[src/common/overlayPkg.sv]
package overlayPkg;

   // ================================================
   // Digit and control types
   // ================================================
   typedef logic [3:0] bcdDigit;  // 0 to 9

   typedef struct packed {
      bcdDigit hoursTens;
      bcdDigit hoursUnits;
      bcdDigit minutesTens;
      bcdDigit minutesUnits;
      bcdDigit secondsTens;
      bcdDigit secondsUnits;
   } clockDigits;

   typedef struct packed {
      bcdDigit dayTens;
      bcdDigit dayUnits;
      bcdDigit monthTens;
      bcdDigit monthUnits;
   } dateDigits;

   typedef enum logic [2:0] {
      none,
      hours,
      minutes,
      seconds,
      day,
      month
   } editField;

   typedef enum logic [1:0] {
      flatColor,
      bigDigit,
      smallDigit
   } glyphKind;

   typedef logic [2:0] colorIndex;

   localparam colorIndex colorGreen = 3'd0;
   localparam colorIndex colorBlack = 3'd1;
   localparam colorIndex colorWhite = 3'd2;
   localparam colorIndex colorPanel = 3'd3;
   localparam colorIndex colorEdge  = 3'd5;  // Thin frame lines of the panel

   // Stage one result, coordinates already folded into the field
   typedef struct packed {
      logic       hit;
      glyphKind   kind;
      bcdDigit    digit;
      logic [6:0] glyphRow;
      logic [5:0] glyphCol;
      colorIndex  color;
   } classifiedPixel;

   typedef struct packed {
      logic [15:0] pad;
      colorIndex   color;
   } paddedColor;

   // graphicsSel tells which view is live
   typedef union packed {
      logic [18:0] romAddr;
      paddedColor  flat;
   } pixelSource;

   typedef struct packed {
      logic       pixelValid;
      logic       graphicsSel;
      pixelSource source;
   } overlayPixel;

   // ================================================
   // Screen geometry
   // ================================================
   localparam logic [9:0] dividerTop    = 10'd244;
   localparam logic [9:0] dividerBottom = 10'd247;

   localparam logic [9:0] bigTop           = 10'd197;
   localparam logic [9:0] bigWidth         = 10'd62;
   localparam logic [9:0] bigHeight        = 10'd105;
   localparam logic [9:0] hoursTensLeft    = 10'd59;
   localparam logic [9:0] hoursUnitsLeft   = 10'd123;
   localparam logic [9:0] minutesTensLeft  = 10'd260;
   localparam logic [9:0] minutesUnitsLeft = 10'd324;
   localparam logic [9:0] secondsTensLeft  = 10'd459;
   localparam logic [9:0] secondsUnitsLeft = 10'd524;
   localparam logic [9:0] bigFontBaseRow   = 10'd5;

   localparam logic [9:0] smallTop         = 10'd454;
   localparam logic [9:0] smallWidth       = 10'd8;
   localparam logic [9:0] smallHeight      = 10'd12;
   localparam logic [9:0] dayTensLeft      = 10'd463;
   localparam logic [9:0] dayUnitsLeft     = 10'd470;
   localparam logic [9:0] monthTensLeft    = 10'd495;
   localparam logic [9:0] monthUnitsLeft   = 10'd502;
   localparam logic [9:0] smallFontBaseRow = 10'd326;

   // Underlines, rows counted from the glyph bottom
   localparam logic [9:0] bigCursorWidth   = 10'd218;
   localparam logic [9:0] bigCursorFirst   = 10'd4;
   localparam logic [9:0] bigCursorLast    = 10'd6;
   localparam logic [9:0] smallCursorWidth = 10'd16;
   localparam logic [9:0] smallCursorFirst = 10'd2;
   localparam logic [9:0] smallCursorLast  = 10'd3;

   // ================================================
   // Glyph memory column of each digit
   // ================================================
   localparam logic [9:0] bigDigitOffset [10] = '{
      10'd0, 10'd67, 10'd127, 10'd192, 10'd253,
      10'd320, 10'd383, 10'd450, 10'd511, 10'd576
   };

   localparam logic [9:0] smallDigitOffset [10] = '{
      10'd1, 10'd10, 10'd21, 10'd31, 10'd40,
      10'd51, 10'd60, 10'd71, 10'd80, 10'd90
   };

endpackage

[src/layout/backgroundPainter.sv]
`timescale 1ns/10ps

module backgroundPainter (
   input  logic [9:0]            pixelX,
   input  logic [9:0]            pixelY,
   output logic                  bandValid,
   output overlayPkg::colorIndex bandColor
);

   logic inPanelRows;
   overlayPkg::colorIndex panelColor;

   assign inPanelRows = (pixelY >= 10'd158) && (pixelY <= 10'd264);

   // ================================================
   // Column stripes behind the large digits
   // ================================================
   always_comb begin
      if (pixelX <= 10'd28) begin
         panelColor = overlayPkg::colorBlack;
      end else if (pixelX == 10'd29) begin
         panelColor = overlayPkg::colorEdge;
      end else if (pixelX <= 10'd212) begin
         panelColor = overlayPkg::colorPanel;   // Hours panel
      end else if (pixelX == 10'd213) begin
         panelColor = overlayPkg::colorEdge;
      end else if (pixelX <= 10'd228) begin
         panelColor = overlayPkg::colorBlack;
      end else if (pixelX == 10'd229) begin
         panelColor = overlayPkg::colorEdge;
      end else if (pixelX <= 10'd412) begin
         panelColor = overlayPkg::colorPanel;   // Minutes panel
      end else if (pixelX == 10'd413) begin
         panelColor = overlayPkg::colorEdge;
      end else if (pixelX <= 10'd428) begin
         panelColor = overlayPkg::colorBlack;
      end else if (pixelX == 10'd429) begin
         panelColor = overlayPkg::colorEdge;
      end else if (pixelX <= 10'd612) begin
         panelColor = overlayPkg::colorPanel;   // Seconds panel
      end else if (pixelX == 10'd613) begin
         panelColor = overlayPkg::colorEdge;
      end else begin
         panelColor = overlayPkg::colorBlack;
      end
   end

   // ================================================
   // Horizontal bands, top to bottom
   // ================================================
   always_comb begin
      bandValid = 1'b1;
      bandColor = overlayPkg::colorGreen;
      if (pixelY <= 10'd140) begin
         bandColor = overlayPkg::colorGreen;
      end else if (inPanelRows) begin
         bandColor = panelColor;
      end else if ((pixelY >= 10'd349) && (pixelY <= 10'd351)) begin
         bandColor = overlayPkg::colorGreen;
      end else if ((pixelY >= 10'd352) && (pixelY <= 10'd353)) begin
         bandColor = overlayPkg::colorBlack;     // Thin line under the panel
      end else if ((pixelY >= 10'd354) && (pixelY <= 10'd472)) begin
         bandColor = overlayPkg::colorGreen;
      end else if ((pixelY >= 10'd473) && (pixelY <= 10'd480)) begin
         bandColor = overlayPkg::colorWhite;
      end else begin
         bandValid = 1'b0;  // Gaps and off screen
      end
   end

endmodule

[src/layout/fieldSelector.sv]
`timescale 1ns/10ps

module fieldSelector (
   input  logic                       clk,
   input  logic                       reset,
   input  logic [9:0]                 pixelX,
   input  logic [9:0]                 pixelY,
   input  overlayPkg::clockDigits     timeDigits,
   input  overlayPkg::dateDigits      date,
   input  logic                       editEnable,
   input  overlayPkg::editField       cursorField,
   output overlayPkg::classifiedPixel stageOne
);

   // Left edges in priority order
   localparam logic [9:0] bigLeft [6] = '{
      overlayPkg::secondsTensLeft, overlayPkg::secondsUnitsLeft,
      overlayPkg::minutesTensLeft, overlayPkg::minutesUnitsLeft,
      overlayPkg::hoursTensLeft, overlayPkg::hoursUnitsLeft
   };
   localparam logic [9:0] smallLeft [4] = '{
      overlayPkg::dayTensLeft, overlayPkg::dayUnitsLeft,
      overlayPkg::monthTensLeft, overlayPkg::monthUnitsLeft
   };

   logic                      bandValid;
   overlayPkg::colorIndex     bandColor;
   overlayPkg::bcdDigit       bigValue [6];
   overlayPkg::bcdDigit       smallValue [4];
   logic                      bigHit;
   logic                      smallHit;
   overlayPkg::bcdDigit       bigSel;
   overlayPkg::bcdDigit       smallSel;
   logic [9:0]                bigColFull;
   logic [9:0]                smallColFull;
   logic [9:0]                bigRowFull;
   logic [9:0]                smallRowFull;
   logic                      bigCursorArmed;
   logic                      smallCursorArmed;
   logic [9:0]                bigCursorLeft;
   logic [9:0]                smallCursorLeft;
   logic                      bigCursorOn;
   logic                      smallCursorOn;
   overlayPkg::classifiedPixel classified;

   function automatic logic inWindow(input logic [9:0] x, input logic [9:0] y,
                                     input logic [9:0] left, input logic [9:0] top,
                                     input logic [9:0] width, input logic [9:0] height);
      return (x >= left) && (x <= left + width) && (y >= top) && (y <= top + height);
   endfunction

   backgroundPainter painter (
      .pixelX   (pixelX),
      .pixelY   (pixelY),
      .bandValid(bandValid),
      .bandColor(bandColor)
   );

   assign bigValue = '{timeDigits.secondsTens, timeDigits.secondsUnits,
                       timeDigits.minutesTens, timeDigits.minutesUnits,
                       timeDigits.hoursTens, timeDigits.hoursUnits};
   assign smallValue = '{date.dayTens, date.dayUnits, date.monthTens, date.monthUnits};

   assign bigRowFull   = pixelY - overlayPkg::bigTop;
   assign smallRowFull = pixelY - overlayPkg::smallTop;

   // ================================================
   // Digit windows, first one found wins
   // ================================================
   always_comb begin
      bigHit       = 1'b0;
      bigSel       = '0;
      bigColFull   = '0;
      smallHit     = 1'b0;
      smallSel     = '0;
      smallColFull = '0;
      for (int i = 0; i < 6; i++) begin
         if (!bigHit && inWindow(pixelX, pixelY, bigLeft[i], overlayPkg::bigTop,
                                 overlayPkg::bigWidth, overlayPkg::bigHeight)) begin
            bigHit     = 1'b1;
            bigSel     = bigValue[i];
            bigColFull = pixelX - bigLeft[i];  // Column from this field's edge
         end
      end
      for (int i = 0; i < 4; i++) begin
         if (!smallHit && inWindow(pixelX, pixelY, smallLeft[i], overlayPkg::smallTop,
                                   overlayPkg::smallWidth, overlayPkg::smallHeight)) begin
            smallHit     = 1'b1;
            smallSel     = smallValue[i];
            smallColFull = pixelX - smallLeft[i];
         end
      end
   end

   // Cursor sits under the tens digit of the chosen field
   always_comb begin
      bigCursorArmed   = 1'b0;
      smallCursorArmed = 1'b0;
      bigCursorLeft    = overlayPkg::hoursTensLeft;
      smallCursorLeft  = overlayPkg::dayTensLeft;
      case (cursorField)
         overlayPkg::hours:   bigCursorArmed = editEnable;
         overlayPkg::minutes: begin
            bigCursorArmed = editEnable;
            bigCursorLeft  = overlayPkg::minutesTensLeft;
         end
         overlayPkg::seconds: begin
            bigCursorArmed = editEnable;
            bigCursorLeft  = overlayPkg::secondsTensLeft;
         end
         overlayPkg::day:     smallCursorArmed = editEnable;
         overlayPkg::month: begin
            smallCursorArmed = editEnable;
            smallCursorLeft  = overlayPkg::monthTensLeft;
         end
         default: ;  // No field selected
      endcase
   end

   assign bigCursorOn = bigCursorArmed
      && (pixelX >= bigCursorLeft) && (pixelX <= bigCursorLeft + overlayPkg::bigCursorWidth)
      && (pixelY >= overlayPkg::bigTop + overlayPkg::bigHeight + overlayPkg::bigCursorFirst)
      && (pixelY <= overlayPkg::bigTop + overlayPkg::bigHeight + overlayPkg::bigCursorLast);

   assign smallCursorOn = smallCursorArmed
      && (pixelX >= smallCursorLeft)
      && (pixelX <= smallCursorLeft + overlayPkg::smallCursorWidth)
      && (pixelY >= overlayPkg::smallTop + overlayPkg::smallHeight + overlayPkg::smallCursorFirst)
      && (pixelY <= overlayPkg::smallTop + overlayPkg::smallHeight + overlayPkg::smallCursorLast);

   // ================================================
   // Priority chain and stage register
   // ================================================
   always_comb begin
      classified      = '0;
      classified.kind = overlayPkg::flatColor;
      if ((pixelY >= overlayPkg::dividerTop) && (pixelY <= overlayPkg::dividerBottom)) begin
         classified.hit   = 1'b1;
         classified.color = overlayPkg::colorBlack;
      end else if (bigHit) begin
         classified.hit      = 1'b1;
         classified.kind     = overlayPkg::bigDigit;
         classified.digit    = bigSel;
         classified.glyphRow = bigRowFull[6:0];
         classified.glyphCol = bigColFull[5:0];
      end else if (bigCursorOn) begin
         classified.hit   = 1'b1;
         classified.color = overlayPkg::colorWhite;
      end else if (smallHit) begin
         classified.hit      = 1'b1;
         classified.kind     = overlayPkg::smallDigit;
         classified.digit    = smallSel;
         classified.glyphRow = smallRowFull[6:0];
         classified.glyphCol = smallColFull[5:0];
      end else if (smallCursorOn) begin
         classified.hit   = 1'b1;
         classified.color = overlayPkg::colorWhite;
      end else begin
         classified.hit   = bandValid;  // Background fallback
         classified.color = bandColor;
      end
   end

   always_ff @(posedge clk) begin
      stageOne <= classified;
      if (reset) begin
         stageOne.hit <= 1'b0;
      end
   end

endmodule

[src/sprite/glyphAddressGen.sv]
`timescale 1ns/10ps

module glyphAddressGen #(
   parameter int lineStride = 640  // Row pitch of the glyph memory
) (
   input  logic                       clk,
   input  logic                       reset,
   input  overlayPkg::classifiedPixel stageOne,
   output overlayPkg::overlayPixel    pixelOut
);

   logic                    digitInRange;
   logic [9:0]              fontBase;
   logic [9:0]              digitOffset;
   logic [18:0]             rowIndex;
   logic [18:0]             romAddr;
   logic                    isSprite;
   overlayPkg::overlayPixel result;

   assign digitInRange = (stageOne.digit <= 4'd9);

   // ================================================
   // Font table lookup
   // ================================================
   always_comb begin
      fontBase    = overlayPkg::bigFontBaseRow;
      digitOffset = '0;
      case (stageOne.kind)
         overlayPkg::bigDigit: begin
            if (digitInRange) begin
               digitOffset = overlayPkg::bigDigitOffset[stageOne.digit];
            end
         end
         overlayPkg::smallDigit: begin
            fontBase = overlayPkg::smallFontBaseRow;
            if (digitInRange) begin
               digitOffset = overlayPkg::smallDigitOffset[stageOne.digit];
            end
         end
         default: ;  // Flat colours need no lookup
      endcase
   end

   assign rowIndex = 19'(fontBase) + 19'(stageOne.glyphRow);

   // Base row times pitch, then glyph column
   assign romAddr = rowIndex * 19'(lineStride) + 19'(digitOffset) + 19'(stageOne.glyphCol);

   assign isSprite = stageOne.hit && (stageOne.kind != overlayPkg::flatColor);

   // ================================================
   // Output word and register
   // ================================================
   always_comb begin
      result.pixelValid  = stageOne.hit;
      result.graphicsSel = isSprite;
      if (isSprite) begin
         result.source.romAddr = romAddr;
      end else begin
         result.source.flat.pad   = '0;
         result.source.flat.color = stageOne.color;
      end
   end

   always_ff @(posedge clk) begin
      pixelOut <= result;
      if (reset) begin
         pixelOut.pixelValid  <= 1'b0;
         pixelOut.graphicsSel <= 1'b0;
      end
   end

endmodule

[src/source/clockOverlayTop.sv]
`timescale 1ns/10ps

module clockOverlayTop #(
   parameter int lineStride = 640
) (
   input  logic                    clk,
   input  logic                    reset,
   input  logic [9:0]              pixelX,
   input  logic [9:0]              pixelY,
   input  overlayPkg::clockDigits  timeDigits,
   input  overlayPkg::dateDigits   date,
   input  logic                    editEnable,
   input  overlayPkg::editField    cursorField,
   output overlayPkg::overlayPixel pixelOut
);

   overlayPkg::classifiedPixel stageOne;  // Between the two pipeline stages

   // ================================================
   // Stage one, field classification
   // ================================================
   fieldSelector selector (
      .clk        (clk),
      .reset      (reset),
      .pixelX     (pixelX),
      .pixelY     (pixelY),
      .timeDigits (timeDigits),
      .date       (date),
      .editEnable (editEnable),
      .cursorField(cursorField),
      .stageOne   (stageOne)
   );

   // ================================================
   // Stage two, glyph address or colour
   // ================================================
   glyphAddressGen #(
      .lineStride(lineStride)
   ) addressGen (
      .clk     (clk),
      .reset   (reset),
      .stageOne(stageOne),
      .pixelOut(pixelOut)
   );

endmodule

[config.mk]
export PLATFORM = sky130hd
export DESIGN_NAME = clockOverlayTop
export DESIGN_NICKNAME = d
export VERILOG_FILES = /design/src/common/overlayPkg.sv /design/src/layout/backgroundPainter.sv /design/src/layout/fieldSelector.sv /design/src/sprite/glyphAddressGen.sv /design/src/source/clockOverlayTop.sv
export SDC_FILE = /design/constraint.sdc
export NUM_CORES = 1
export LEC_CHECK = 0
export ABC_AREA = 1
export BUFFER_PORTS_ARGS = -buffer_cell sky130_fd_sc_hd__clkbuf_2
export CORE_MARGIN = 10
export CORE_UTILIZATION = 50
export CTS_CLUSTER_DIAMETER = 150
export DETAILED_ROUTE_END_ITERATION = 7
export PLACE_DENSITY = 0.71
export REMOVE_ABC_BUFFERS = 1
export SLEW_MARGIN = 20
export SYNTH_ARGS = -nofsm -noshare
export SYNTH_HDL_FRONTEND = slang
export SYNTH_SLANG_ARGS = --single-unit
[constraint.sdc]
create_clock -name clk -period 3.3 [get_ports clk]
set_input_delay 0.495 -clock clk [delete_from_list [all_inputs] [get_ports clk]]
set_output_delay 0.495 -clock clk [all_outputs]
set_load 0.05 [all_outputs]
# --- Yosys cells after proc, flatten, opt, wreduce, memory -nomap -nowiden ---
# Memories as Yosys holds them, arrays and structs flattened.
# Cells that the tools add are included.
word_totals:
  register_bits: 44
  mem_bits_ro: 320
  wordCells: 245
  mem_count: 2
mem_list:
  columns: ["name", "depth", "width", "read_ports", "rd_clocked_by_memory_dff", "write_ports", "line", "source"]
  rows:
  - ["(no name shown)", 16, 10, 1, 0, 0, "glyphAddressGen.sv:31", "digitOffset = overlayPkg::bigDigitOffset[stageOne.digit];"]
  - ["(no name shown)", 16, 10, 1, 0, 0, "glyphAddressGen.sv:37", "digitOffset = overlayPkg::smallDigitOffset[stageOne.digit];"]
op_classes:
  add_sub_neg: 17
  multipliers: 1
  order_cmp: 53
  eq_ne: 13
  muxes: 78
  bitwise: 1
  reduce_logical: 67
ops:
  columns: ["op", "n"]
  rows:
  - ["10-bit by 9-bit less-or-equal comparator with 1-bit output, second input constant", 17]
  - ["10-bit by 9-bit >= comparator with 1-bit output, second input constant", 14]
  - ["6-bit two-way mux", 11]
  - ["10-bit two-way mux", 6]
  - ["1-bit logical AND", 53]
  - ["10-bit by 8-bit less-or-equal comparator with 1-bit output, second input constant", 5]
  - ["3-bit two-way mux", 14]
  - ["4-bit two-way mux", 10]
  - ["19-bit two-way mux", 2]
  - ["10-bit by 8-bit >= comparator with 1-bit output, second input constant", 3]
  - ["10-bit less-or-equal comparator, second input constant", 3]
  - ["6-bit subtractor, second input constant", 4]
  - ["1-bit two-way mux", 23]
  - ["10-bit by 8-bit == test with 1-bit output, second input constant", 2]
  - ["10-bit by 9-bit == test with 1-bit output, second input constant", 2]
  - ["10-bit by 9-bit >= comparator with 1-bit output", 2]
  - ["10-bit less-or-equal comparator", 2]
  - ["20-bit two-way mux", 1]
  - ["10-bit one-hot mux with 2 select lines", 1]
  - ["19-bit by 10-bit adder with 19-bit output", 1]
  - ["19-bit by 6-bit adder with 19-bit output", 1]
  - ["19-bit by 3-bit multiplier with 12-bit output, second input constant", 1]
  - ["9-bit one-hot mux with 2 select lines", 1]
  - ["6-bit by 4-bit subtractor with 6-bit output, second input constant", 3]
  - ["28 further kinds", 48]

# --- Longest topological paths before layout ---
# Gate-level depths: netlist of the first run.
depth:
  word_depth: 22
  depth_mapped: 28
  ltp_nobuf: 27

# --- Cells and area by module ---
# A second synthesis of the first run with hierarchy kept.
unflattened:
  cells_unflattened: 1097
  hier_area_um2: 6421.2
modules_own_cells:
  columns: ["mod", "n_inst", "cells_per_inst", "area_each_um2", "seq_area_each_um2"]
  rows:
  - ["fieldSelector", 1, 617, 3545.9, 460.4]
  - ["glyphAddressGen", 1, 330, 2194.6, 420.4]
  - ["backgroundPainter", 1, 150, 680.7, 0.0]

# --- Worst setup path before layout of the first run ---
# OpenSTA, ideal clock, no wires.
synth_path:
  path_type: "reg2reg"
  start: "register, netlist name selector.stageOne[20]"
  end: "register, netlist name addressGen.pixelOut[14]"
  setup_time_ns: 0.073
  arrival_time_ns: 3.467
  required_ns: 3.227
  path_slack_ns: -0.239
  path_stages_with_launch: 22
  path_cell_list: "dfxtp_1 inv_1 ha_1 buf_2 inv_1 ha_1 ha_1 a21oi_1 nand2_1 nand3_1 nor2_1 xor2_1 ha_1 ha_1 or2_2 nand2_1 nor2_1 nand3_1 nand3b_1 o21ai_0 or2_2 a21oi_1"
synth_via:
  elab_chain_cells: 6
synth_rtl:
  columns: ["element", "line", "source"]
  rows:
  - ["2-bit == test", "glyphAddressGen.sv:28", "case (stageOne.kind)"]
  - ["9-bit two-way mux", "glyphAddressGen.sv:28", null]
  - ["9-bit by 7-bit adder with 10-bit output", "glyphAddressGen.sv:44", "assign rowIndex = 19'(fontBase) + 19'(stageOne.glyphRow);"]
  - ["19-bit by 3-bit multiplier with 12-bit output", "glyphAddressGen.sv:47", "assign romAddr = rowIndex * 19'(lineStride) + 19'(digitOffset) + 19'(stageOne.glyphCol);"]
  - ["19-bit by 10-bit adder with 19-bit output", "glyphAddressGen.sv:47", null]
  - ["19-bit by 6-bit adder with 19-bit output", "glyphAddressGen.sv:47", null]
# Several ways; a longest one is shown, not always the timed one.
# A chain may end at the register's enable or synchronous reset.

# --- Worst setup path in the final report of the first run ---
layout_path:
  start: "register, netlist name selector.stageOne[20]"
  end: "register, netlist name addressGen.pixelOut[18]"
layout_via:
  elab_chain_cells: 6
layout_rtl:
  columns: ["element", "line"]
  rows:
  - ["2-bit == test", "glyphAddressGen.sv:28"]
  - ["9-bit two-way mux", "glyphAddressGen.sv:28"]
  - ["9-bit by 7-bit adder with 10-bit output", "glyphAddressGen.sv:44"]
  - ["19-bit by 3-bit multiplier with 12-bit output", "glyphAddressGen.sv:47"]
  - ["19-bit by 10-bit adder with 19-bit output", "glyphAddressGen.sv:47"]
  - ["19-bit by 6-bit adder with 19-bit output", "glyphAddressGen.sv:47"]
# Several ways; a longest one is shown, not always the timed one.

==> out/metrics.cfg, run 1 <==
[status]
result_of_the_run=complete, but fails checks
failing_checks=setup timing

[worst_setup_path]
cp-start-kind=flip-flop
slowest_stage=fa_2
crit_path_end_kind=flip-flop
cp_cell_sequence=inv_2 > ha_4 > xor2_4 > ha_4 > a21oi_4 > buf_6 > xor2_4 > ha_4 > ha_4 > inv_2 > fa_2 > buf_6 > xnor2_4 > inv_2 > nor2_4 > nand3_2 > nand3b_1 > o21ai_2 > nand3_1 > a21oi_1
critical_path.max_fanout=5
worst_ep_arrival_time_ps=3670
timing.critical_path.slowest_cell_delay_ps=390
path_common_cell=ha_4
timing.setup.critical_path_class=reg2reg
cp_data_required_time_ps=3520

[flow_run]
max-cap-violations=0

[synth]
seq_area_frac_synth=0.140
post-synth-top-area-fraction=0.147
synth_enable_flop_cells=0
synth.ff_latch_count=44
syn_inst=1037
synth_top_cells_by_area=nand2_1 15%, dfxtp_1 14%, ha_1 14%, inv_1 7.3%, nor2_1 7.1%
synth.lib_cells_used.distinct=54
ys.warnings.count=0
async_reset_ff_frac=0
dominantRegCellSynth=dfxtp_1
avgSynthCellArea_sq_um=6.07
yosys.area.top_type=nand2_1
post_syn_area_sq_um=6290

[floorplanning]
floorplan.die_area_sq_um=17500
starting_density_of_the_core=0.517
die_h_um=132
core.rowCount=40
design.portCount=87
standard_cell_core_area_sq_um=12200
fp.dieW_um=132

[timing]
finalCriticalPeriod_ps=3450
maximum_clock_skew_at_final_layout_ps=6.34
setup_violations=5
achievable-frequency_ghz=0.290
post-route-period-util=1.05
report.final.slew_viol_count=0
finalSetupTns_ps=-599
finalHoldViolations=0
fin_ws_ps=-151
grt_setup_unrepaired=true

[detailed_routing]
routed_via_density=5.47
vias=7349
iteration_count_of_the_initial_detailed_routing_pass=6
finalWirelength_um=20400
drc=0
final_antenna_net_count=0
drt_iter0_drc=644
routed_wl_per_cell_um=15.2

[cts]
clkSlewWorstSetupHoldPaths_ps=60
root_buffer=clkbuf_16
clock_tree_from_tritoncts=built
worst_skew_pair.late_latency_ps=290
cts_buffers=5
ctsHoldBuffers=0
cts.htree.levels=2
clock_path_buffers=2
cts_sinks=44

[min_path]
worstHoldPathType=in2reg

[final_layout]
most_common_cell_after_layout_fill_and_taps_aside=nand2_1
final_util=0.643
antenna_cells=0
fin_area_sq_um=7830
layout.cells.most_common_list=239 x nand2_1, 112 x inv_1, 111 x nor2_1
finalNetCount=1312
layout-drive-gt1-share=0.257
flow.area_growth_from_synthesis_pct=24.4

[global_route]
grt_max_degree=15
initial_antenna_violation_count=0
number_of_global_route_vias_before_repair=6854
track_usage=0.211
grt_pass1_wl_um=32100
grt-ovfl-total=0

[placement]
gp_routability_congestion=0.969
placement.cell_area_sq_um=7210
placement.io_buffers=86
place.detailed.hpwl_um=15500

[power]
cellPowerDensity_nw_per_um2=390
peakVddDrop_v=0.000228
leakage_nw=3.98

[cells by family (layout without fill, tap and decap cells)]
logic type                 after synthesis  after routing  share of synthesized area
AOI/OAI and AO/OA                      155            155                      0.136
DFF                                     44             44                      0.140
buffers and inverters                  165            304                      0.109
and+or+nand+nor                        574            574                      0.433
xor gates and xnor gates                27             27                     0.0376
adders and majority gates               71             71                      0.144
other                                    1              1                   0.000596
[through the flow]
stage / hold slack [ps] / setup slack, ps / cells / total power [W]
6_report: 391 / -151 / 1344 / 0.00305
5_1_grt: 402 / -284 / 1344 / 0.00323
4_1_cts: 394 / -1.09 / 1338 / 0.00266
3_5_place_dp: 430 / -248 / 1326 / 0.00206
3_3_place_gp: 425 / -129 / 1326 / 0.00205
2_1_floorplan: 396 / -274 / 1016 / 0.00152
[final cells by class]
class,instances,area [sq um]
multi-input combinational,828,5090
fill,1181,4340
timing repair buffer,152,945
sequential,44,885
inverter,144,548
tap,168,210
clock buffer,7,143
clock inverter,1,7.51
[worst max-delay path: cells and delay by family (launching register included)]
family,cells,cell delay (ps)
xor gates and xnor gates,3,590
DFF,1,330
adders and majority gates,5,1060
and+or+nand+nor,4,530
buffers and inverters,5,440
AOI/OAI and AO/OA,3,410
[flip-flops by register name (all words and copies together) (netlist names)]
register,cells
selector.stageOne,23
addressGen.pixelOut,21
[Yosys cell counts, types with 5 or more instances]
cell and count:
nand2_1 247, inv_1 122, nor2_1 119, nand3_1 89
a21oi_1 70, ha_1 69, o21ai_0 45, dfxtp_1 44
nand4_1 35, xor2_1 22, inv_2 17, nor3_1 16
nand2_2 14, nor2_2 12, o21ai_1 10, buf_2 9
nor2_4 8, o211ai_1 7, or2_2 6, buf_4 5
nand2_4 5, xnor2_1 5
[final timing paths]
path,slack (ps),from,endpoint,cells past startpoint
setup / recovery,-150,selector.stageOne[20]$_SDFF_PP0_,addressGen.pixelOut[18]$_SDFF_PN0_,20
hold / removal,390,reset,addressGen.pixelOut[20]$_SDFF_PP0_,2
hold reg to reg,440,selector.stageOne[22]$_SDFF_PP0_,addressGen.pixelOut[20]$_SDFF_PP0_,2
setup reg to reg,-150,selector.stageOne[20]$_SDFF_PP0_,addressGen.pixelOut[18]$_SDFF_PN0_,20
[power breakdown]
| group | total [W] | switching (W) | internal, W |
|---|---|---|---|
| clock | 0.000505 | 0.000204 | 0.000301 |
| sequential | 0.000624 | 0.0000363 | 0.000588 |
| combinational | 0.00192 | 0.00113 | 0.000791 |
[what timing repair did]
action | 4_1_cts | 5_1_grt
setup buffers | 4 | 8
setup endpoints to repair | 6 | 11
gates resized for setup | 22 | 71
pin swaps | 13 | 38
[metal layers]
metal	GRT usage	vias up	routed length (um)
met3	0.0301	36	1310
met2	0.358	301	9920
li1	-	3694	-
met5	0	-	0
met1	0.268	3318	8740
met4	0.0661	0	423
Note: power is estimated with default switching activity, not from simulation.
==> run 2: changes to the inputs <==
CELL_PAD_IN_SITES_DETAIL_PLACEMENT = 1   (was not set)
CELL_PAD_IN_SITES_GLOBAL_PLACEMENT = 2   (was not set)
CORE_UTILIZATION = 28   (was 50)
PLACE_DENSITY = 0.74   (was 0.71)
==> run 2 against run 1 <==
Effect of this change:
- the flow still finishes with violations (setup timing)
- non-clock buffer count up 22
- critical endpoint is now addressGen.pixelOut[17]$_SDFF_PN0_
- critical path type unchanged
- clock skew rose by 0.56 ps
- combinational power increased by 8%
- via count increased by 0.11%
- critical path depth grew 4
- worst hold slack gained 14 ps
- cell count up 9.7%
- global-route usage decreased by 4.2 points
- final area grew 5.0%
- largest power group unchanged
==> out/metrics.cfg, run 2 (same netlist as run 1, synthesis figures left out) <==
[global_route]
groute.layer.met2.usage=0.306  ; was 0.358
globalRoute.busiestLayer=met2  ; unchanged
track_usage=0.169  ; was 0.211
grt_pass1_wl_um=40000  ; was 32100 um
use_met3=0.0213  ; was 0.0301
number_of_global_route_vias_before_repair=7621  ; was 6854
global_routing_met1_resource_utilization=0.213  ; was 0.268
grt-ovfl-total=0  ; unchanged
grt_max_degree=15  ; unchanged
initial_antenna_violation_count=0  ; unchanged

[worst_setup_path]
worst_ep_arrival_time_ps=3680  ; was 3670 ps
timing.critical_path.slowest_cell_delay_ps=390  ; about the same
slowest_stage=fa_2  ; unchanged
critical_path.max_fanout=3  ; was 5
cp-start-kind=flip-flop  ; unchanged
r2r_cells=24  ; was 20
crit-reg2reg-capture=addressGen.pixelOut[17]$_SDFF_PN0_  ; was addressGen.pixelOut[18]$_SDFF_PN0_
crit_path_end_kind=flip-flop  ; unchanged
critical_path.top_delay_family=adder cells  ; unchanged
timing.setup.critical_path_class=reg2reg  ; unchanged
critical_path.n_buffers_inverters=5  ; unchanged
cp_cell_sequence=inv_2 > ha_4 > inv_4 > ha_4 > ha_4 > a21oi_4 > buf_6 > xor2_4 > ha_4 > ha_4 > inv_2 > fa_2 > nand3b_1 > nand2_1 > nand2_2 > nand2_1 > nand2_1 > nand2_2 > xor2_4 > inv_2 > nand3_2 > nor2_2 > a21oi_1 > nor2_1  ; was inv_2 > ha_4 > xor2_4 > ha_4 > a21oi_4 > buf_6 > xor2_4 > ha_4 > ha_4 > inv_2 > fa_2 > buf_6 > xnor2_4 > inv_2 > nor2_4 > nand3_2 > nand3b_1 > o21ai_2 > nand3_1 > a21oi_1
path_common_cell=ha_4  ; unchanged
reg2reg_slack_ps=-200  ; was -150 ps
cp_data_required_time_ps=3480  ; was 3520 ps
r2r_start=selector.stageOne[20]$_SDFF_PP0_  ; unchanged

[cts]
clock_tree_from_tritoncts=built  ; unchanged
worst_skew_pair.late_latency_ps=290  ; about the same
cts_sinks=44  ; unchanged
clock_path_buffers=2  ; unchanged
ctsHoldBuffers=0  ; unchanged
cts_buffers=5  ; unchanged
clkSlewWorstSetupHoldPaths_ps=60  ; about the same
root_buffer=clkbuf_16  ; unchanged
cts.htree.levels=2  ; unchanged

[power]
logic_pwr_share=0.657  ; was 0.630
peakVddDrop_v=0.000182  ; was 0.000228 V
power_frac_seq=0.198  ; was 0.204
power_switching_share=0.451  ; was 0.450
internal_power_w=0.00173  ; was 0.00168 W
report.power.total_w=0.00315  ; was 0.00305 W
cellPowerDensity_nw_per_um2=384  ; was 390 nW/um^2
power_frac_clock=0.146  ; was 0.165
power.switching_w=0.00142  ; was 0.00137 W
leakage_nw=4.09  ; was 3.98 nW

[floorplanning]
starting_density_of_the_core=0.286  ; was 0.517
core.rowCount=54  ; was 40
floorplan.die_area_sq_um=28900  ; was 17500 sq um
fp.dieW_um=170  ; was 132 um
design.portCount=87  ; unchanged
standard_cell_core_area_sq_um=22000  ; was 12200 sq um
die_h_um=170  ; was 132 um

[flow_run]
max-cap-violations=0  ; unchanged

[final_layout]
layout.cells.most_common_list=233 x nand2_1, 113 x inv_1, 109 x nor2_1  ; was 239 x nand2_1, 112 x inv_1, 111 x nor2_1
max_reg_flops=23  ; unchanged
antenna_cells=0  ; unchanged
fillers=2912  ; was 1181
most_common_cell_after_layout_fill_and_taps_aside=nand2_1  ; unchanged
flow.area_growth_from_synthesis_pct=30.6  ; was 24.4%
multiInputGateArea_sq_um=5190  ; was 5090 sq um
largest-register=selector.stageOne  ; unchanged
finalNetCount=1334  ; was 1312
seq_area_sq_um=888  ; was 885 sq um
layout_top_registers=selector.stageOne (23), addressGen.pixelOut (21)  ; unchanged
final_util=0.374  ; was 0.643
layout-drive-gt1-share=0.283  ; was 0.257

[detailed_routing]
routed_wl_per_cell_um=17.3  ; was 15.2 um
routed_via_density=4.99  ; was 5.47
vias=7357  ; was 7349
final_antenna_net_count=0  ; unchanged
finalWirelength_um=25400  ; was 20400 um
drc=0  ; unchanged
drt_iter0_drc=353  ; was 644
iteration_count_of_the_initial_detailed_routing_pass=6  ; unchanged

[status]
result_of_the_run=complete, but fails checks  ; unchanged
failing_checks=setup timing  ; unchanged

[timing]
timing.hold.ws_ps=405  ; was 391 ps
finalHoldViolations=0  ; unchanged
maximum_clock_skew_at_final_layout_ps=6.90  ; was 6.34 ps
setup_violations=5  ; unchanged
fin_ws_ps=-200  ; was -151 ps
finalSetupTns_ps=-670  ; was -599 ps
grt_setup_unrepaired=true  ; unchanged
achievable-frequency_ghz=0.286  ; was 0.290 GHz
report.final.slew_viol_count=0  ; unchanged
finalCriticalPeriod_ps=3500  ; was 3450 ps
post-route-period-util=1.06  ; was 1.05

[placement]
gp_routability_congestion=0.858  ; was 0.969
place.detailed.hpwl_um=20500  ; was 15500 um
placement.io_buffers=86  ; unchanged
pre_cts_ws_ps=-401  ; was -248 ps

[min_path]
worstHoldPathType=in2reg  ; unchanged
hold_depth=2  ; unchanged
hold_start=reset  ; unchanged
hold_end=addressGen.pixelOut[19]$_SDFF_PP0_  ; was addressGen.pixelOut[20]$_SDFF_PP0_

run 2: cell count changes in the layout (fill, tap and decap cells not counted), moves of 2 or more:
| cell | change |
|---|---|
| o21ai_1 | -2 |
| ha_4 | +3 |
| buf_4 | +21 |
| ha_1 | -3 |
| nor2_1 | -2 |
| nand2_2 | +5 |
| nand2_1 | -6 |
| nor2_4 | +2 |
run 2: layout make-up:
cell class	count	area share
Clock buffer	5	0.0152
Sequential cell	44	0.108
Tap cell	280	0.0426
Multi-Input combinational cell	828	0.632
Inverter	144	0.0667
Timing Repair Buffer	174	0.136
run 2: routing by layer:
metal	wire (um)	up-vias
met5	0	-
met4	352	0
met3	843	25
met2	12900	118
met1	11400	3483
li1	-	3731
run 2: per-stage QoR:
| stage | area (sq um) | cells |
|---|---|---|
| after floorplan | 6150 | 1016 |
| after global placement | 7480 | 1455 |
| after detailed placement | 7480 | 1455 |
| after CTS | 7860 | 1467 |
| after global routing | 8220 | 1475 |
| final | 8220 | 1475 |
run 2: how the worst max path moves through the flow:
stage                     slack [ps]  cells past startpoint                             start                                 end
after global routing            -380                     27  selector.stageOne[20]$_SDFF_PP0_  addressGen.pixelOut[17]$_SDFF_PN0_
after detailed placement        -400                     21  selector.stageOne[20]$_SDFF_PP0_  addressGen.pixelOut[14]$_SDFF_PN0_
after CTS                        -20                     19  selector.stageOne[20]$_SDFF_PP0_  addressGen.pixelOut[14]$_SDFF_PN0_
final                           -200                     24  selector.stageOne[20]$_SDFF_PP0_  addressGen.pixelOut[17]$_SDFF_PN0_
after global placement          -190                     21  selector.stageOne[20]$_SDFF_PP0_  addressGen.pixelOut[14]$_SDFF_PN0_
after floorplan                 -270                     20  selector.stageOne[20]$_SDFF_PP0_  addressGen.pixelOut[14]$_SDFF_PN0_
run 2: worst register-to-register path: cells and delay by family, from the launching register on:
family,cells,cell delay (ps)
AO/OA/AOI/OAI,2,290
XOR/XNOR,2,400
adder cells (fa/ha/maj),6,1200
buffers and inverters,5,370
flip-flops,1,320
AND/OR/NAND/NOR,9,830
run 2: power groups by stage:
stage	registers, W	clock network (W)	logic (W)
floorplan	0.000712	0	0.000807
global placement	0.000626	0	0.00153
detailed placement	0.000626	0	0.00156
CTS	0.000621	0.000479	0.00175
global route	0.000630	0.000497	0.00227
finish	0.000624	0.000459	0.00207
run 2: repair_timing:
action | 4_1_cts | 5_1_grt
gates resized for setup | 46 | 71
endpoints found under the setup margin | 6 | 12
pin swaps | 24 | 35
setup buffers | 8 | 9
==> run 3: changes to the inputs <==
REMOVE_ABC_BUFFERS = not set   (was 1)
==> run 3 against run 2 <==
Effect of this change:
- the flow still finishes with violations (setup timing)
- sequential power about the same
- clock skew down 2.9 ps
- global-route usage down 0.098 points
- utilization down 0.34 points
==> out/metrics.cfg, run 3 (same netlist as run 1, synthesis figures left out) <==
[floorplanning]
floorplan.die_area_sq_um=28900  ; unchanged
standard_cell_core_area_sq_um=22000  ; unchanged
fp.dieW_um=170  ; unchanged
starting_density_of_the_core=0.286  ; unchanged
die_h_um=170  ; unchanged
core.rowCount=54  ; unchanged
design.portCount=87  ; unchanged

[final_layout]
multiInputGateArea_sq_um=5100  ; was 5190 sq um
layout_top_registers=selector.stageOne (23), addressGen.pixelOut (21)  ; unchanged
largest-register=selector.stageOne  ; unchanged
stdcell_count=1475  ; unchanged
fin_area_sq_um=8140  ; was 8220 sq um
flow.area_growth_from_synthesis_pct=29.4  ; was 30.6%
seq_area_sq_um=887  ; was 888 sq um
layout.cells.most_common_list=237 x nand2_1, 114 x inv_1, 111 x nor2_1  ; was 233 x nand2_1, 113 x inv_1, 109 x nor2_1
max_reg_flops=23  ; unchanged
finalNetCount=1331  ; was 1334
layout-drive-gt1-share=0.272  ; was 0.283
antenna_cells=0  ; unchanged
most_common_cell_after_layout_fill_and_taps_aside=nand2_1  ; unchanged
fillers=2891  ; was 2912

[global_route]
track_usage=0.168  ; was 0.169
grt-ovfl-total=0  ; unchanged
grt_pass1_wl_um=40000  ; unchanged
grt_max_degree=19  ; was 15
initial_antenna_violation_count=0  ; unchanged
number_of_global_route_vias_before_repair=7829  ; was 7621

[cts]
clock_path_buffers=2  ; unchanged
root_buffer=clkbuf_16  ; unchanged
cts_buffers=5  ; unchanged
cts_sinks=44  ; unchanged
clock_tree_from_tritoncts=built  ; unchanged
cts.htree.levels=2  ; unchanged
clkSlewWorstSetupHoldPaths_ps=60  ; about the same
worst_skew_pair.late_latency_ps=290  ; about the same

[timing]
fin_ws_ps=-91.5  ; was -200 ps
timing.hold.ws_ps=405  ; about the same
maximum_clock_skew_at_final_layout_ps=3.97  ; was 6.90 ps
timing.slew.headroom=0.641
achievable-frequency_ghz=0.295  ; was 0.286 GHz
finalHoldViolations=0  ; unchanged
grt_setup_unrepaired=true  ; unchanged
report.final.slew_viol_count=0  ; unchanged
timing_worst_slew_pin_value_ps=538
post-route-period-util=1.03  ; was 1.06
setup_violations=4  ; was 5
finalCriticalPeriod_ps=3390  ; was 3500 ps

[worst_setup_path]
r2r_cells=24  ; unchanged
r2r_start=selector.stageOne[20]$_SDFF_PP0_  ; unchanged
worst_ep_arrival_time_ps=3570  ; was 3680 ps
crit_path_end_kind=flip-flop  ; unchanged
cp-start-kind=flip-flop  ; unchanged
critical_path.max_fanout=5  ; was 3
cp_data_required_time_ps=3470  ; was 3480 ps
timing.setup.critical_path_class=reg2reg  ; unchanged
timing.critical_path.slowest_cell_delay_ps=330  ; was 390 ps
path_common_cell=nand2_2  ; was ha_4
slowest_stage=dfxtp_2  ; was fa_2
crit-reg2reg-capture=addressGen.pixelOut[18]$_SDFF_PN0_  ; was addressGen.pixelOut[17]$_SDFF_PN0_
cp_cell_sequence=inv_2 > ha_4 > xor2_4 > ha_4 > a21oi_4 > nand2_2 > nand2_2 > nand2_1 > nand2_1 > inv_2 > buf_4 > ha_4 > ha_4 > a21oi_2 > nand2_2 > nand2_2 > nand2_1 > nand2_1 > nand2_2 > buf_4 > buf_4 > buf_4 > a32oi_2 > a21oi_2  ; was inv_2 > ha_4 > inv_4 > ha_4 > ha_4 > a21oi_4 > buf_6 > xor2_4 > ha_4 > ha_4 > inv_2 > fa_2 > nand3b_1 > nand2_1 > nand2_2 > nand2_1 > nand2_1 > nand2_2 > xor2_4 > inv_2 > nand3_2 > nor2_2 > a21oi_1 > nor2_1
reg2reg_slack_ps=-90  ; was -200 ps

[power]
power_frac_clock=0.199  ; was 0.146
leakage_nw=4.09  ; about the same
power.switching_w=0.00135  ; was 0.00142 W
peakVddDrop_v=0.000207  ; was 0.000182 V
internal_power_w=0.00172  ; was 0.00173 W
report.power.total_w=0.00308  ; was 0.00315 W
cellPowerDensity_nw_per_um2=378  ; was 384 nW/um^2
power_switching_share=0.440  ; was 0.451
logic_pwr_share=0.599  ; was 0.657
power_frac_seq=0.202  ; was 0.198

[min_path]
worstHoldPathType=in2reg  ; unchanged
hold_start=reset  ; unchanged
hold_depth=2  ; unchanged
hold_end=addressGen.pixelOut[20]$_SDFF_PP0_  ; was addressGen.pixelOut[19]$_SDFF_PP0_

[placement]
place.detailed.instances=1451  ; was 1455
gp_routability_congestion=0.863  ; was 0.858
place.detailed.hpwl_um=20300  ; was 20500 um
placement.cell_area_sq_um=7480  ; about the same
placement.io_buffers=86  ; unchanged

[detailed_routing]
vias=7233  ; was 7357
routed_wl_per_cell_um=16.7  ; was 17.3 um
final_antenna_net_count=0  ; unchanged
iteration_count_of_the_initial_detailed_routing_pass=5  ; was 6
finalWirelength_um=24600  ; was 25400 um
drc=0  ; unchanged
drt_iter0_drc=311  ; was 353
routed_via_density=4.90  ; was 4.99

[status]
result_of_the_run=complete, but fails checks  ; unchanged
failing_checks=setup timing  ; unchanged

[flow_run]
max-cap-violations=0  ; unchanged

[synth]
synth_nets=1174

==> run 3: repair_timing <==
action | CTS | global route
setup buffers | 7 | 9
pin swaps | 20 | 25
setup endpoints to repair | 7 | 11
hold buffers | 0 | 0
resized for setup | 32 | 53
==> run 3: power by group through the flow <==
stage / Sequential, W / Combinational, W / Clock, W
finish: 0.000622 / 0.00184 / 0.000614
global route: 0.000628 / 0.00205 / 0.000655
CTS: 0.000618 / 0.00162 / 0.000626
detailed placement: 0.000626 / 0.00150 / 0
global placement: 0.000624 / 0.00148 / 0
floorplan: 0.000709 / 0.000870 / 0
==> run 3: critical path, delay by kind of cell (launching register included) <==
family,cells,cell delay [ps]
AOI/OAI and AO/OA,4,580
xor gates and xnor gates,1,200
adders and majority gates,4,870
buffers and inverters,6,640
DFF,1,330
and+or+nand+nor,9,650
==> run 3: metrics by stage <==
stage	setup slack, ps	util	setup TNS, ps
2_1_floorplan	-57.7	-	-57.7
3_3_place_gp	-85.8	0.340	-204
3_5_place_dp	-241	0.340	-970
4_1_cts	7.50	0.358	0
5_1_grt	-258	0.371	-1200
6_report	-91.5	0.371	-136
==> run 3: routing by layer <==
metal | vias to the layer above | GRT usage | routed length, um
met2 | 86 | 0.302 | 12500
met5 | - | 0 | 0
met3 | 21 | 0.0208 | 698
met1 | 3406 | 0.214 | 11200
li1 | 3720 | - | -
met4 | 0 | 0.0248 | 274
==> run 3: how the worst max path moves through the flow <==
stage          depth (start not counted)                             start                                 end
6_report                              24  selector.stageOne[20]$_SDFF_PP0_  addressGen.pixelOut[18]$_SDFF_PN0_
5_1_grt                               26  selector.stageOne[20]$_SDFF_PP0_  addressGen.pixelOut[17]$_SDFF_PN0_
4_1_cts                               23  selector.stageOne[20]$_SDFF_PP0_  addressGen.pixelOut[17]$_SDFF_PN0_
3_5_place_dp                          23  selector.stageOne[20]$_SDFF_PP0_  addressGen.pixelOut[14]$_SDFF_PN0_
3_3_place_gp                          23  selector.stageOne[20]$_SDFF_PP0_  addressGen.pixelOut[14]$_SDFF_PN0_
2_1_floorplan                         21  selector.stageOne[20]$_SDFF_PP0_  addressGen.pixelOut[14]$_SDFF_PN0_
==> run 3: final cells by class <==
cell class,count,share of cell area
clock buffer,7,0.0187
tap,280,0.0430
sequential,44,0.109
multi-input combinational,828,0.627
timing repair buffer,171,0.131
clock inverter,1,0.00369
inverter,144,0.0673
